--- src/common/video_defines.svh ---
`ifndef VIDEO_DEFINES_SVH
`define VIDEO_DEFINES_SVH

// bus address map
`define FB_BASE        32'h00F0_0000
`define REG_BASE       32'h00F1_0000
`define FB_ADDR_W      13

// arcade screen, one bit per pixel
`define SCREEN_W       256
`define SCREEN_H       224
`define BYTES_PER_ROW  32

// credits held by the display side out of reset
`define CREDIT_DEPTH   4

// register offsets inside the register block
`define REG_CTRL       0
`define REG_FG         2
`define REG_BG         4

`endif
--- src/common/video_pkg.sv ---
`default_nettype none

`include "video_defines.svh"

package video_pkg;

	// which block a bus cycle lands in
	typedef enum logic [1:0] {
		REGION_NONE = 2'd0,
		REGION_FB   = 2'd1,
		REGION_REG  = 2'd2
	} region_e;

	// bus handshake states, ACK and ERR wait for as_l to rise
	typedef enum logic [1:0] {
		BUS_IDLE   = 2'd0,
		BUS_ACCESS = 2'd1,
		BUS_ACK    = 2'd2,
		BUS_ERR    = 2'd3
	} bus_state_e;

	typedef logic [7:0] colour_t;                   // rgb332
	typedef logic [`FB_ADDR_W-1:0] fb_addr_t;       // byte address in frame buffer
	typedef logic [7:0] pix_x_t;                    // column 0..255
	typedef logic [7:0] pix_y_t;                    // row 0..223

endpackage

`default_nettype wire

--- src/common/video_if.sv ---
`timescale 1ns/1ps
`default_nettype none


// pixel fetch path, scanner to frame buffer second port to colorizer
interface fetch_if;
	import video_pkg::*;

	logic      fetch_valid;
	fb_addr_t  fetch_addr;
	logic [2:0] fetch_bit;     // pixel inside the byte, 0 is leftmost
	logic [7:0] fetch_data;    // one cycle after fetch_valid

	modport scanner (output fetch_valid, fetch_addr, fetch_bit);
	modport mem (input fetch_valid, fetch_addr, output fetch_data);
	modport colorizer (input fetch_valid, fetch_bit, fetch_data);
endinterface

`default_nettype wire

--- src/video/pixel_scanner.sv ---
`timescale 1ns/1ps
`default_nettype none

`include "video_defines.svh"

module pixel_scanner (
	input  wire       Clock25Mhz,
	input  wire       rst_n,
	input  wire       enable,
	input  wire       pix_credit,
	fetch_if.scanner  fetch,
	output logic      first
);
	import video_pkg::*;

	localparam int credit_w = $clog2(`CREDIT_DEPTH + 1);
	localparam pix_x_t last_x = pix_x_t'(`SCREEN_W - 1);
	localparam pix_y_t last_y = pix_y_t'(`SCREEN_H - 1);

	logic [credit_w-1:0] credit_cnt;
	logic   enable_q;
	logic   restart;
	logic   issue;
	pix_x_t x_cnt;
	pix_y_t y_cnt;
	pix_x_t cur_x;
	pix_y_t cur_y;

	assign restart = enable && !enable_q;     // rising edge of enable
	assign cur_x   = restart ? '0 : x_cnt;
	assign cur_y   = restart ? '0 : y_cnt;
	assign issue   = enable && (credit_cnt != '0);

	assign fetch.fetch_valid = issue;
	assign fetch.fetch_addr  = fb_addr_t'(cur_y) * fb_addr_t'(`BYTES_PER_ROW)
	                         + fb_addr_t'(cur_x[7:3]);
	assign fetch.fetch_bit   = cur_x[2:0];
	assign first             = issue && (cur_x == '0) && (cur_y == '0);

	always_ff @(posedge Clock25Mhz or negedge rst_n)
	begin
		if (!rst_n)
		begin
			credit_cnt <= credit_w'(`CREDIT_DEPTH);   // display side starts full
			enable_q   <= 1'b0;
			x_cnt      <= '0;
			y_cnt      <= '0;
		end
		else
		begin
			enable_q   <= enable;
			credit_cnt <= credit_cnt - credit_w'(issue) + credit_w'(pix_credit);
			if (issue)
			begin
				if (cur_x == last_x)
				begin
					x_cnt <= '0;
					y_cnt <= (cur_y == last_y) ? '0 : cur_y + 8'd1;
				end
				else
				begin
					x_cnt <= cur_x + 8'd1;
					y_cnt <= cur_y;
				end
			end
			else if (restart)
			begin
				x_cnt <= '0;     // no credit yet, still restart the frame
				y_cnt <= '0;
			end
		end
	end

endmodule

`default_nettype wire

--- src/flat_wrapper.sv ---
// flat-port wrapper written by rule: the top's interface ports become plain ports
module pixel_scanner_flat import video_pkg::*;
  (Clock25Mhz, rst_n, enable, pix_credit, first, fetch_fetch_valid, fetch_fetch_addr, fetch_fetch_bit);
  fetch_if fetch_i ();
  input  wire Clock25Mhz;
  input  wire rst_n;
  input  wire enable;
  input  wire pix_credit;
  output logic first;
  output wire logic [$bits(fetch_i.fetch_valid)-1:0] fetch_fetch_valid;
  output wire logic [$bits(fetch_i.fetch_addr)-1:0] fetch_fetch_addr;
  output wire logic [$bits(fetch_i.fetch_bit)-1:0] fetch_fetch_bit;
  assign fetch_fetch_valid = fetch_i.fetch_valid;
  assign fetch_fetch_addr = fetch_i.fetch_addr;
  assign fetch_fetch_bit = fetch_i.fetch_bit;
  pixel_scanner u_core (.Clock25Mhz(Clock25Mhz), .rst_n(rst_n), .enable(enable), .pix_credit(pix_credit), .fetch(fetch_i), .first(first));
endmodule
--- config.mk ---
export PLATFORM = sky130hd
export DESIGN_NAME = pixel_scanner_flat
export DESIGN_NICKNAME = d
export VERILOG_FILES = /design/src/common/video_pkg.sv /design/src/common/video_if.sv /design/src/video/pixel_scanner.sv /design/src/flat_wrapper.sv
export VERILOG_INCLUDE_DIRS = /design/src /design/src/common
export SDC_FILE = /design/constraint.sdc
export NUM_CORES = 1
export LEC_CHECK = 0
export BUFFER_PORTS_ARGS = -buffer_cell sky130_fd_sc_hd__buf_2
export CAP_MARGIN = 20
export CORE_AREA = 2 2 49 51
export DETAILED_ROUTE_END_ITERATION = 10
export DIE_AREA = 0 0 51 53
export PLACE_DENSITY_LB_ADDON = 0.3
export SYNTH_ARGS = -nofsm -noshare
export SYNTH_HDL_FRONTEND = slang
export SYNTH_SLANG_ARGS = --single-unit
--- constraint.sdc ---
create_clock -name Clock25Mhz -period 5.75 [get_ports Clock25Mhz]
set_clock_uncertainty 0.2 [all_clocks]
set_input_delay 1.15 -clock Clock25Mhz [delete_from_list [all_inputs] [get_ports Clock25Mhz]]
set_output_delay 1.15 -clock Clock25Mhz [all_outputs]
set_load 0.005 [all_outputs]
==> impl_table.tex, run 1 <==
\begin{tabular}{lr}
\hline
Metric & Value \\
\hline
\multicolumn{2}{l}{\textbf{Die}} \\
Die outline width & 51 µm \\
Count of standard-cell rows & 17 \\
Number of top-level pins & 22 \\
Standard cell core area & 2150 µm² \\
Vertical extent of the die & 53 µm \\
Floorplan die area & 2700 µm² \\
Starting Density & 0.564 \\
\multicolumn{2}{l}{\textbf{Power and ir drop}} \\
Power Total & 0.401 mW \\
Clock group share of total power & 0.291 \\
Share of total power in sequential cells & 0.455 \\
Maximum VDD drop & 0.250 mV \\
Cell-internal power & 0.282 mW \\
Power share of the combinational group & 0.253 \\
Leakage power figure & 0.733 nW \\
P\_sw & 0.118 mW \\
Areal power density over the cells & 289 nW/µm² \\
Proportion of total power due to net switching & 0.295 \\
\multicolumn{2}{l}{\textbf{Global route}} \\
Initial antenna violation count & 0 \\
Wire length of the first global-routing pass & 4080 µm \\
Via count of the first global-routing pass & 942 \\
Maximum number of pins on one net before global-route repair & 24 \\
Total grt overflow & 0 \\
Combined global-route utilization of all metal layers & 0.206 \\
\multicolumn{2}{l}{\textbf{Drt}} \\
Number of routed nets with antenna violations & 0 \\
DRT iter0 DRCs & 16 \\
Total number of vias & 913 \\
Number of DRC violations after detailed routing & 0 \\
Detailed-routing iteration count for the pre-antenna-repair pass & 4 \\
Per-cell via count in the routed design & 5.22 \\
Final WL & 2250 µm \\
Average routed wire per standard cell & 12.8 µm \\
\multicolumn{2}{l}{\textbf{Timing}} \\
RSZ-0062 raised after global routing & no \\
Max\_slew headroom & 0.672 \\
Part of the cycle the worst path needs & 0.639 \\
Max Clock Freq & 0.272 GHz \\
Total Neg Setup Slack & 0 ns \\
Number of hold-slack violations in the final timing report & 0 \\
Actual transition at the worst max-transition pin & 0.491 ns \\
Final setup violating endpoints & 0 \\
Time the final worst path needs with I/O delays and setup & 3.68 ns \\
Final max-slew violation count & 0 \\
\multicolumn{2}{l}{\textbf{Placed design}} \\
Post-Place Cells & 171 \\
Number of input and output port buffers inserted & 21 \\
Placed Area & 1330 µm² \\
Half-perimeter wire length of the detailed placement result & 1750 µm \\
Final Wtd Congestion & 0.868 \\
\multicolumn{2}{l}{\textbf{Setup path}} \\
Data arrival time at the worst-slack endpoint & 2.33 ns \\
Startpoint kind of the worst setup timing path & input pin \\
Kind of end point of the critical path & output port \\
Cell-by-cell listing of the critical path & buf\_2 > nand2b\_2 > nand2\_1 > ha\_1 > nand3\_1 > a21oi\_1 > buf\_2 \\
Cell occurring most often along the worst timing path & buf\_2 \\
RR Startpoint & u\_core.enable\_q \\
Crit Path Max Fanout & 23 \\
Required time of the critical path & 4.40 ns \\
Critical path type & input pin to output port \\
First element of the critical path & enable \\
Slowest Stage Delay on Critical Path & 0.33 ns \\
Cell type of the slowest stage on the worst timing path & nand2b\_2 \\
\multicolumn{2}{l}{\textbf{Clock network}} \\
Clock Path Buffers & 2 \\
Number of buffers created by CTS & 3 \\
Hold buffer count at CTS & 0 \\
CTS tree & done \\
Clock Sink Count & 20 \\
Latest clock arrival within the worst-skew pair & 0.31 ns \\
Clock transition at the registers of the reported paths & 0.11 ns \\
Cell at the root of the clock tree & clkbuf\_4 \\
Total number of H-tree levels & 1 \\
Number of gates resized after CTS & 0 \\
Post-CTS setup buffer count & 0 \\
\multicolumn{2}{l}{\textbf{Synth}} \\
Synth Area in Compound Gates & 0.0176 \\
Post-synthesis sequential area ratio & 0.414 \\
Top post-synthesis cells by area & dfrtp\_1, xnor2\_1, ha\_1, nand2\_1, and2\_1 \\
Number of warnings reported in the yosys synthesis log & 0 \\
Basic-gate share of the synthesized area counting and, or, nand and nor cells & 0.322 \\
Combined area of all synthesized cells & 1210 µm² \\
Synth cell types & 33 \\
Synthesized area divided by synthesized cell count & 9.77 µm² \\
Gate count of the mapped netlist & 124 \\
Post-Synth XOR/XNOR Area & 0.0940 \\
Portion of netlist area occupied by mux cells & 0.0300 \\
Register bit total from synthesis & 20 \\
Arithmetic-cell share of the synthesized area counting full adders, half adders and majority gates & 0.0682 \\
Synthesized Nets & 134 \\
Share of the synthesized area in the top cell type & 0.393 \\
Leading area contributor after synthesis & dfrtp\_1 \\
Main combinational cell family by area after synthesis & simple AND/OR/NAND/NOR gates \\
\multicolumn{2}{l}{\textbf{Hold path}} \\
Origin of the worst min-delay path & u\_core.credit\_cnt[1] \\
Class of the most critical hold timing path & flop to flop \\
\multicolumn{2}{l}{\textbf{Layout}} \\
Multi-input logic area & 644 µm² \\
Filler Cell Count & 197 \\
Design Area, Final & 1390 µm² \\
Count of antenna diodes in the layout & 0 \\
Final Non-Filler Cells & 175 \\
Layout-stage area growth over the synthesis result & 14.4\% \\
Number of nets at the end of the flow & 158 \\
FF+latch area & 502 µm² \\
Layout cell share with drive strength beyond 1 & 0.272 \\
\multicolumn{2}{l}{\textbf{Job}} \\
Max-capacitance violation count & 0 \\
\multicolumn{2}{l}{\textbf{Outcome}} \\
Result of the run & completed \\
\hline
\end{tabular}
[critical path: cells and delay by family]
| family | cells | cell delay, ns |
|---|---|---|
| AOI/OAI and AO/OA | 1 | 0.04 |
| adders and majority gates | 1 | 0.24 |
| buffers and inverters | 2 | 0.29 |
| and+or+nand+nor | 3 | 0.60 |
[registers in the layout, indices dropped and copies added (netlist names)]
name               cells
u_core.enable_q        1
u_core.x_cnt           8
u_core.credit_cnt      3
u_core.y_cnt           8
[cells by family (layout without fill, tap and decap cells)]
family / after synthesis / count (layout)
AO/OA/AOI/OAI: 4 / 4
XOR/XNOR: 13 / 13
adder cells (fa/ha/maj): 6 / 6
buffers and inverters: 13 / 36
flip-flops: 20 / 20
multiplexers: 3 / 3
AND/OR/NAND/NOR: 65 / 65
[layout by cell type (no fill, tap or decap), types with 2 or more instances in the layout]
cell / count
nand2_1: 16
and2_2: 2
dfrtp_1: 19
nand4_1: 2
nand3_2: 2
clkbuf_4: 3
xnor2_1: 11
o21ai_0: 2
nor2_1: 10
xor2_1: 2
and2_1: 8
ha_1: 5
inv_1: 10
buf_2: 21
nor3_1: 4
nor4_1: 5
nand3_1: 8
[layer usage]
layer,GRT usage,wire length (µm),part of all wire,up-vias
met5,0,0,0,-
met4,0.0946,43,0.019,0
met3,0.0254,66,0.029,5
met2,0.342,1110,0.49,15
met1,0.267,1030,0.46,431
li1,-,-,-,462
[cell type report]
cell class                      count  share of cell area
Multi-Input combinational cell     91               0.465
Sequential cell                    20               0.362
Timing Repair Buffer               21              0.0759
Inverter                           11              0.0334
Tap cell                           28              0.0253
Clock inverter                      1              0.0217
Clock buffer                        3              0.0163
[metrics by stage]
stage          hold WS, ns  setup WS, ns   util
6_report             0.320          2.07  0.645
5_1_grt              0.361          1.95  0.645
4_1_cts              0.331          2.06  0.645
3_5_place_dp         0.308          2.06  0.620
3_3_place_gp         0.297          2.12  0.620
2_1_floorplan        0.269          2.41      -
[cell usage after synthesis]
master	instances
nand4_1	2
ha_1	5
nand2b_2	1
nand4_4	1
and4b_1	1
and2_1	8
mux2_4	1
nor4_4	1
mux2i_1	1
nor2_1	10
dfrtp_1	19
nand3_2	2
o22ai_1	1
or3_4	1
inv_6	1
xnor2_1	11
nor3_1	4
dfstp_2	1
inv_1	10
nor4_1	5
fa_1	1
buf_6	1
nor4_2	1
xor2_1	2
and3_2	1
buf_4	1
nand3_1	8
o21ai_0	2
mux2_2	1
and2_2	2
nand2_4	1
a21oi_1	1
nand2_1	16
[worst paths after layout]
path,endpoint,slack [ns],cells after the start
max in group asynchronous,u_core.credit_cnt[2],4.44,1
hold / removal,u_core.credit_cnt[2],0.32,1
min in group asynchronous,u_core.y_cnt[1],0.57,1
setup reg to reg,u_core.x_cnt[7],3.12,9
hold reg to reg,u_core.credit_cnt[2],0.32,1
setup / recovery,first,2.07,7
[power groups by stage]
stage | sequential [mW] | clock, mW | combinational [mW]
floorplan | 0.181 | 0 | 0.0781
global placement | 0.184 | 0 | 0.0998
detailed placement | 0.185 | 0 | 0.105
CTS | 0.183 | 0.119 | 0.104
global route | 0.187 | 0.126 | 0.117
finish | 0.183 | 0.117 | 0.102
No activity file was read; power rests on OpenSTA's default activity.
==> run 2, diff against run 1 <==
--- a/config.mk
+++ b/config.mk
@@ -8,9 +8,9 @@
 export LEC_CHECK = 0
 export BUFFER_PORTS_ARGS = -buffer_cell sky130_fd_sc_hd__buf_2
 export CAP_MARGIN = 20
-export CORE_AREA = 2 2 49 51
+export CORE_AREA = 2 2 51 53
 export DETAILED_ROUTE_END_ITERATION = 10
-export DIE_AREA = 0 0 51 53
+export DIE_AREA = 0 0 53 55
 export PLACE_DENSITY_LB_ADDON = 0.3
 export SYNTH_ARGS = -nofsm -noshare
 export SYNTH_HDL_FRONTEND = slang
==> constraint.sdc (replaced) <==
create_clock -name Clock25Mhz -period 3.6 [get_ports Clock25Mhz]
set_clock_uncertainty 0.2 [all_clocks]
set_input_delay 0.72 -clock Clock25Mhz [delete_from_list [all_inputs] [get_ports Clock25Mhz]]
set_output_delay 0.72 -clock Clock25Mhz [all_outputs]
set_load 0.005 [all_outputs]
==> run 2 against run 1 <==
Net effect: worst setup slack lost 1.4 ns; worst hold slack lost 0.19 ns; combinational power is 66% higher; routed wire length rose by 13%; largest power group unchanged; clock-buffer cell count unchanged; global-route usage is 0.27 points higher; non-clock buffer count is the same; first-iteration DRC count increased by 44%; power is 62% higher; sequential power increased by 60%; die area grew 7.8%; cell area up 0.18%.
==> impl_table.tex, run 2 (synthesis gave the netlist of run 1 again) <==
\begin{tabular}{lr}
\hline
Metric & Value \\
\hline
\multicolumn{2}{l}{\textbf{Timing}} \\
Part of the cycle the worst path needs & 0.809 \\
Number of hold-slack violations in the final timing report & 0 \\
Total Neg Setup Slack & 0 ns \\
RSZ-0062 raised after global routing & no \\
Worst-case setup margin in the final layout & 0.687 ns \\
Max\_slew headroom & 0.682 \\
Actual transition at the worst max-transition pin & 0.475 ns \\
Final setup violating endpoints & 0 \\
Max Clock Freq & 0.343 GHz \\
Time the final worst path needs with I/O delays and setup & 2.91 ns \\
Final max-slew violation count & 0 \\
\multicolumn{2}{l}{\textbf{Clock network}} \\
Number of buffers created by CTS & 3 \\
Clock Path Buffers & 2 \\
Clock transition at the registers of the reported paths & 0.13 ns \\
Cell at the root of the clock tree & clkbuf\_4 \\
Total number of H-tree levels & 1 \\
Post-CTS setup buffer count & 0 \\
Number of gates resized after CTS & 0 \\
CTS tree & done \\
Clock Sink Count & 20 \\
Latest clock arrival within the worst-skew pair & 0.31 ns \\
Hold buffer count at CTS & 0 \\
\multicolumn{2}{l}{\textbf{Layout}} \\
Top Registers & u\_core.x\_cnt: 8 flops, u\_core.y\_cnt: 8 flops, u\_core.credit\_cnt: 3 flops \\
Most common library cell in the layout ignoring fill and taps & buf\_2 \\
Count of antenna diodes in the layout & 0 \\
Highest-count cells in the layout ignoring fill and taps & buf\_2, dfrtp\_1, nand2\_1, xnor2\_1 \\
Filler Cell Count & 219 \\
Design Area, Final & 1390 µm² \\
FF+latch area & 502 µm² \\
Layout-stage area growth over the synthesis result & 14.6\% \\
Number of nets at the end of the flow & 158 \\
Layout cell share with drive strength beyond 1 & 0.272 \\
Multi-input logic area & 644 µm² \\
\multicolumn{2}{l}{\textbf{Die}} \\
Count of standard-cell rows & 18 \\
Number of top-level pins & 22 \\
Die outline width & 53 µm \\
Floorplan die area & 2920 µm² \\
Starting Density & 0.512 \\
Standard cell core area & 2360 µm² \\
Vertical extent of the die & 55 µm \\
\multicolumn{2}{l}{\textbf{Setup path}} \\
R2R setup slack & 0.86 ns \\
RR Startpoint & u\_core.enable\_q \\
Worst r2r path cells & 9 \\
Top delay family on crit path & simple AND/OR/NAND/NOR gates \\
Crit path buf inv count & 2 \\
Required time of the critical path & 3.60 ns \\
Crit Path Max Fanout & 23 \\
Endpoint of the worst register-to-register path & u\_core.y\_cnt[7] \\
Kind of end point of the critical path & flop \\
Data arrival time at the worst-slack endpoint & 2.92 ns \\
Cell type of the slowest stage on the worst timing path & nor4\_2 \\
First element of the critical path & enable \\
Cell-by-cell listing of the critical path & buf\_2 > nand2b\_2 > nand2\_1 > inv\_1 > ha\_1 > and2\_2 > nand3\_1 > nor4\_2 > nor2\_1 > mux2\_4 \\
Slowest Stage Delay on Critical Path & 0.49 ns \\
Critical path type & input pin to flop \\
Startpoint kind of the worst setup timing path & input pin \\
\multicolumn{2}{l}{\textbf{Hold path}} \\
Class of the most critical hold timing path & input pin to async pin \\
\multicolumn{2}{l}{\textbf{Drt}} \\
Average routed wire per standard cell & 14.4 µm \\
Number of DRC violations after detailed routing & 0 \\
Total number of vias & 944 \\
Detailed-routing iteration count for the pre-antenna-repair pass & 4 \\
Per-cell via count in the routed design & 5.33 \\
DRT iter0 DRCs & 23 \\
Final WL & 2550 µm \\
Number of routed nets with antenna violations & 0 \\
\multicolumn{2}{l}{\textbf{Power and ir drop}} \\
Power Total & 0.651 mW \\
Maximum VDD drop & 0.476 mV \\
Leakage power figure & 0.733 nW \\
Areal power density over the cells & 469 nW/µm² \\
\multicolumn{2}{l}{\textbf{Outcome}} \\
Result of the run & completed \\
\multicolumn{2}{l}{\textbf{Placed design}} \\
Post-Place Worst Slack & 0.378 ns \\
Final Wtd Congestion & 0.818 \\
Placed Area & 1340 µm² \\
Number of input and output port buffers inserted & 21 \\
Half-perimeter wire length of the detailed placement result & 1920 µm \\
\multicolumn{2}{l}{\textbf{Global route}} \\
Maximum number of pins on one net before global-route repair & 24 \\
Initial antenna violation count & 0 \\
Total grt overflow & 0 \\
Wire length of the first global-routing pass & 4330 µm \\
Combined global-route utilization of all metal layers & 0.208 \\
Via count of the first global-routing pass & 909 \\
\multicolumn{2}{l}{\textbf{Job}} \\
Max-capacitance violation count & 0 \\
\hline
\end{tabular}
## run 2: cell counts in the layout (fill, tap and decap cells not counted)
Identical to the previous run, type by type.
## run 2: worst max path at each step
stage	endpoint	slack, ns	cells past startpoint
finish	u_core.y_cnt[7]	0.69	10
global route	u_core.y_cnt[7]	0.51	10
CTS	u_core.y_cnt[7]	0.70	10
detailed placement	u_core.y_cnt[7]	0.38	10
global placement	u_core.y_cnt[7]	0.51	10
floorplan	u_core.y_cnt[7]	0.82	11
## run 2: worst reg2reg max path: stages, from the launching register on
cell,delay (ns)
dfrtp_1,0.33
nand2b_2,0.40
nand2_1,0.18
inv_1,0.13
ha_1,0.18
and2_2,0.18
nand3_1,0.18
nor4_2,0.49
nor2_1,0.09
mux2_4,0.26
## run 2: stage by stage
| stage | hold WS [ns] | util | cells |
|---|---|---|---|
| global placement | 0.301 | 0.565 | 173 |
| CTS | 0.138 | 0.587 | 177 |
| detailed placement | 0.300 | 0.565 | 173 |
| finish | 0.133 | 0.587 | 177 |
| floorplan | 0.224 | - | 124 |
| global route | 0.157 | 0.587 | 177 |
## run 2: per-layer routing
metal | GRT usage | wire, µm | vias up
met3 | 0.0591 | 115 | 4
met1 | 0.264 | 1090 | 461
li1 | - | - | 460
met5 | 0 | 0 | -
met4 | 0.0470 | 23 | 0
met2 | 0.354 | 1320 | 19
## run 2: power by group
part	internal [mW]	switching, mW	total, mW
combinational	0.0767	0.0923	0.169
sequential	0.262	0.0311	0.293
clock	0.113	0.0763	0.189
total	0.451	0.200	0.651
## run 2: cell type report
class / count / area share
tap: 30 / 0.0271
clock inverter: 1 / 0.0216
clock buffer: 3 / 0.0162
timing repair buffer: 21 / 0.0757
inverter: 11 / 0.0334
multi-input combinational: 91 / 0.464
sequential: 20 / 0.362
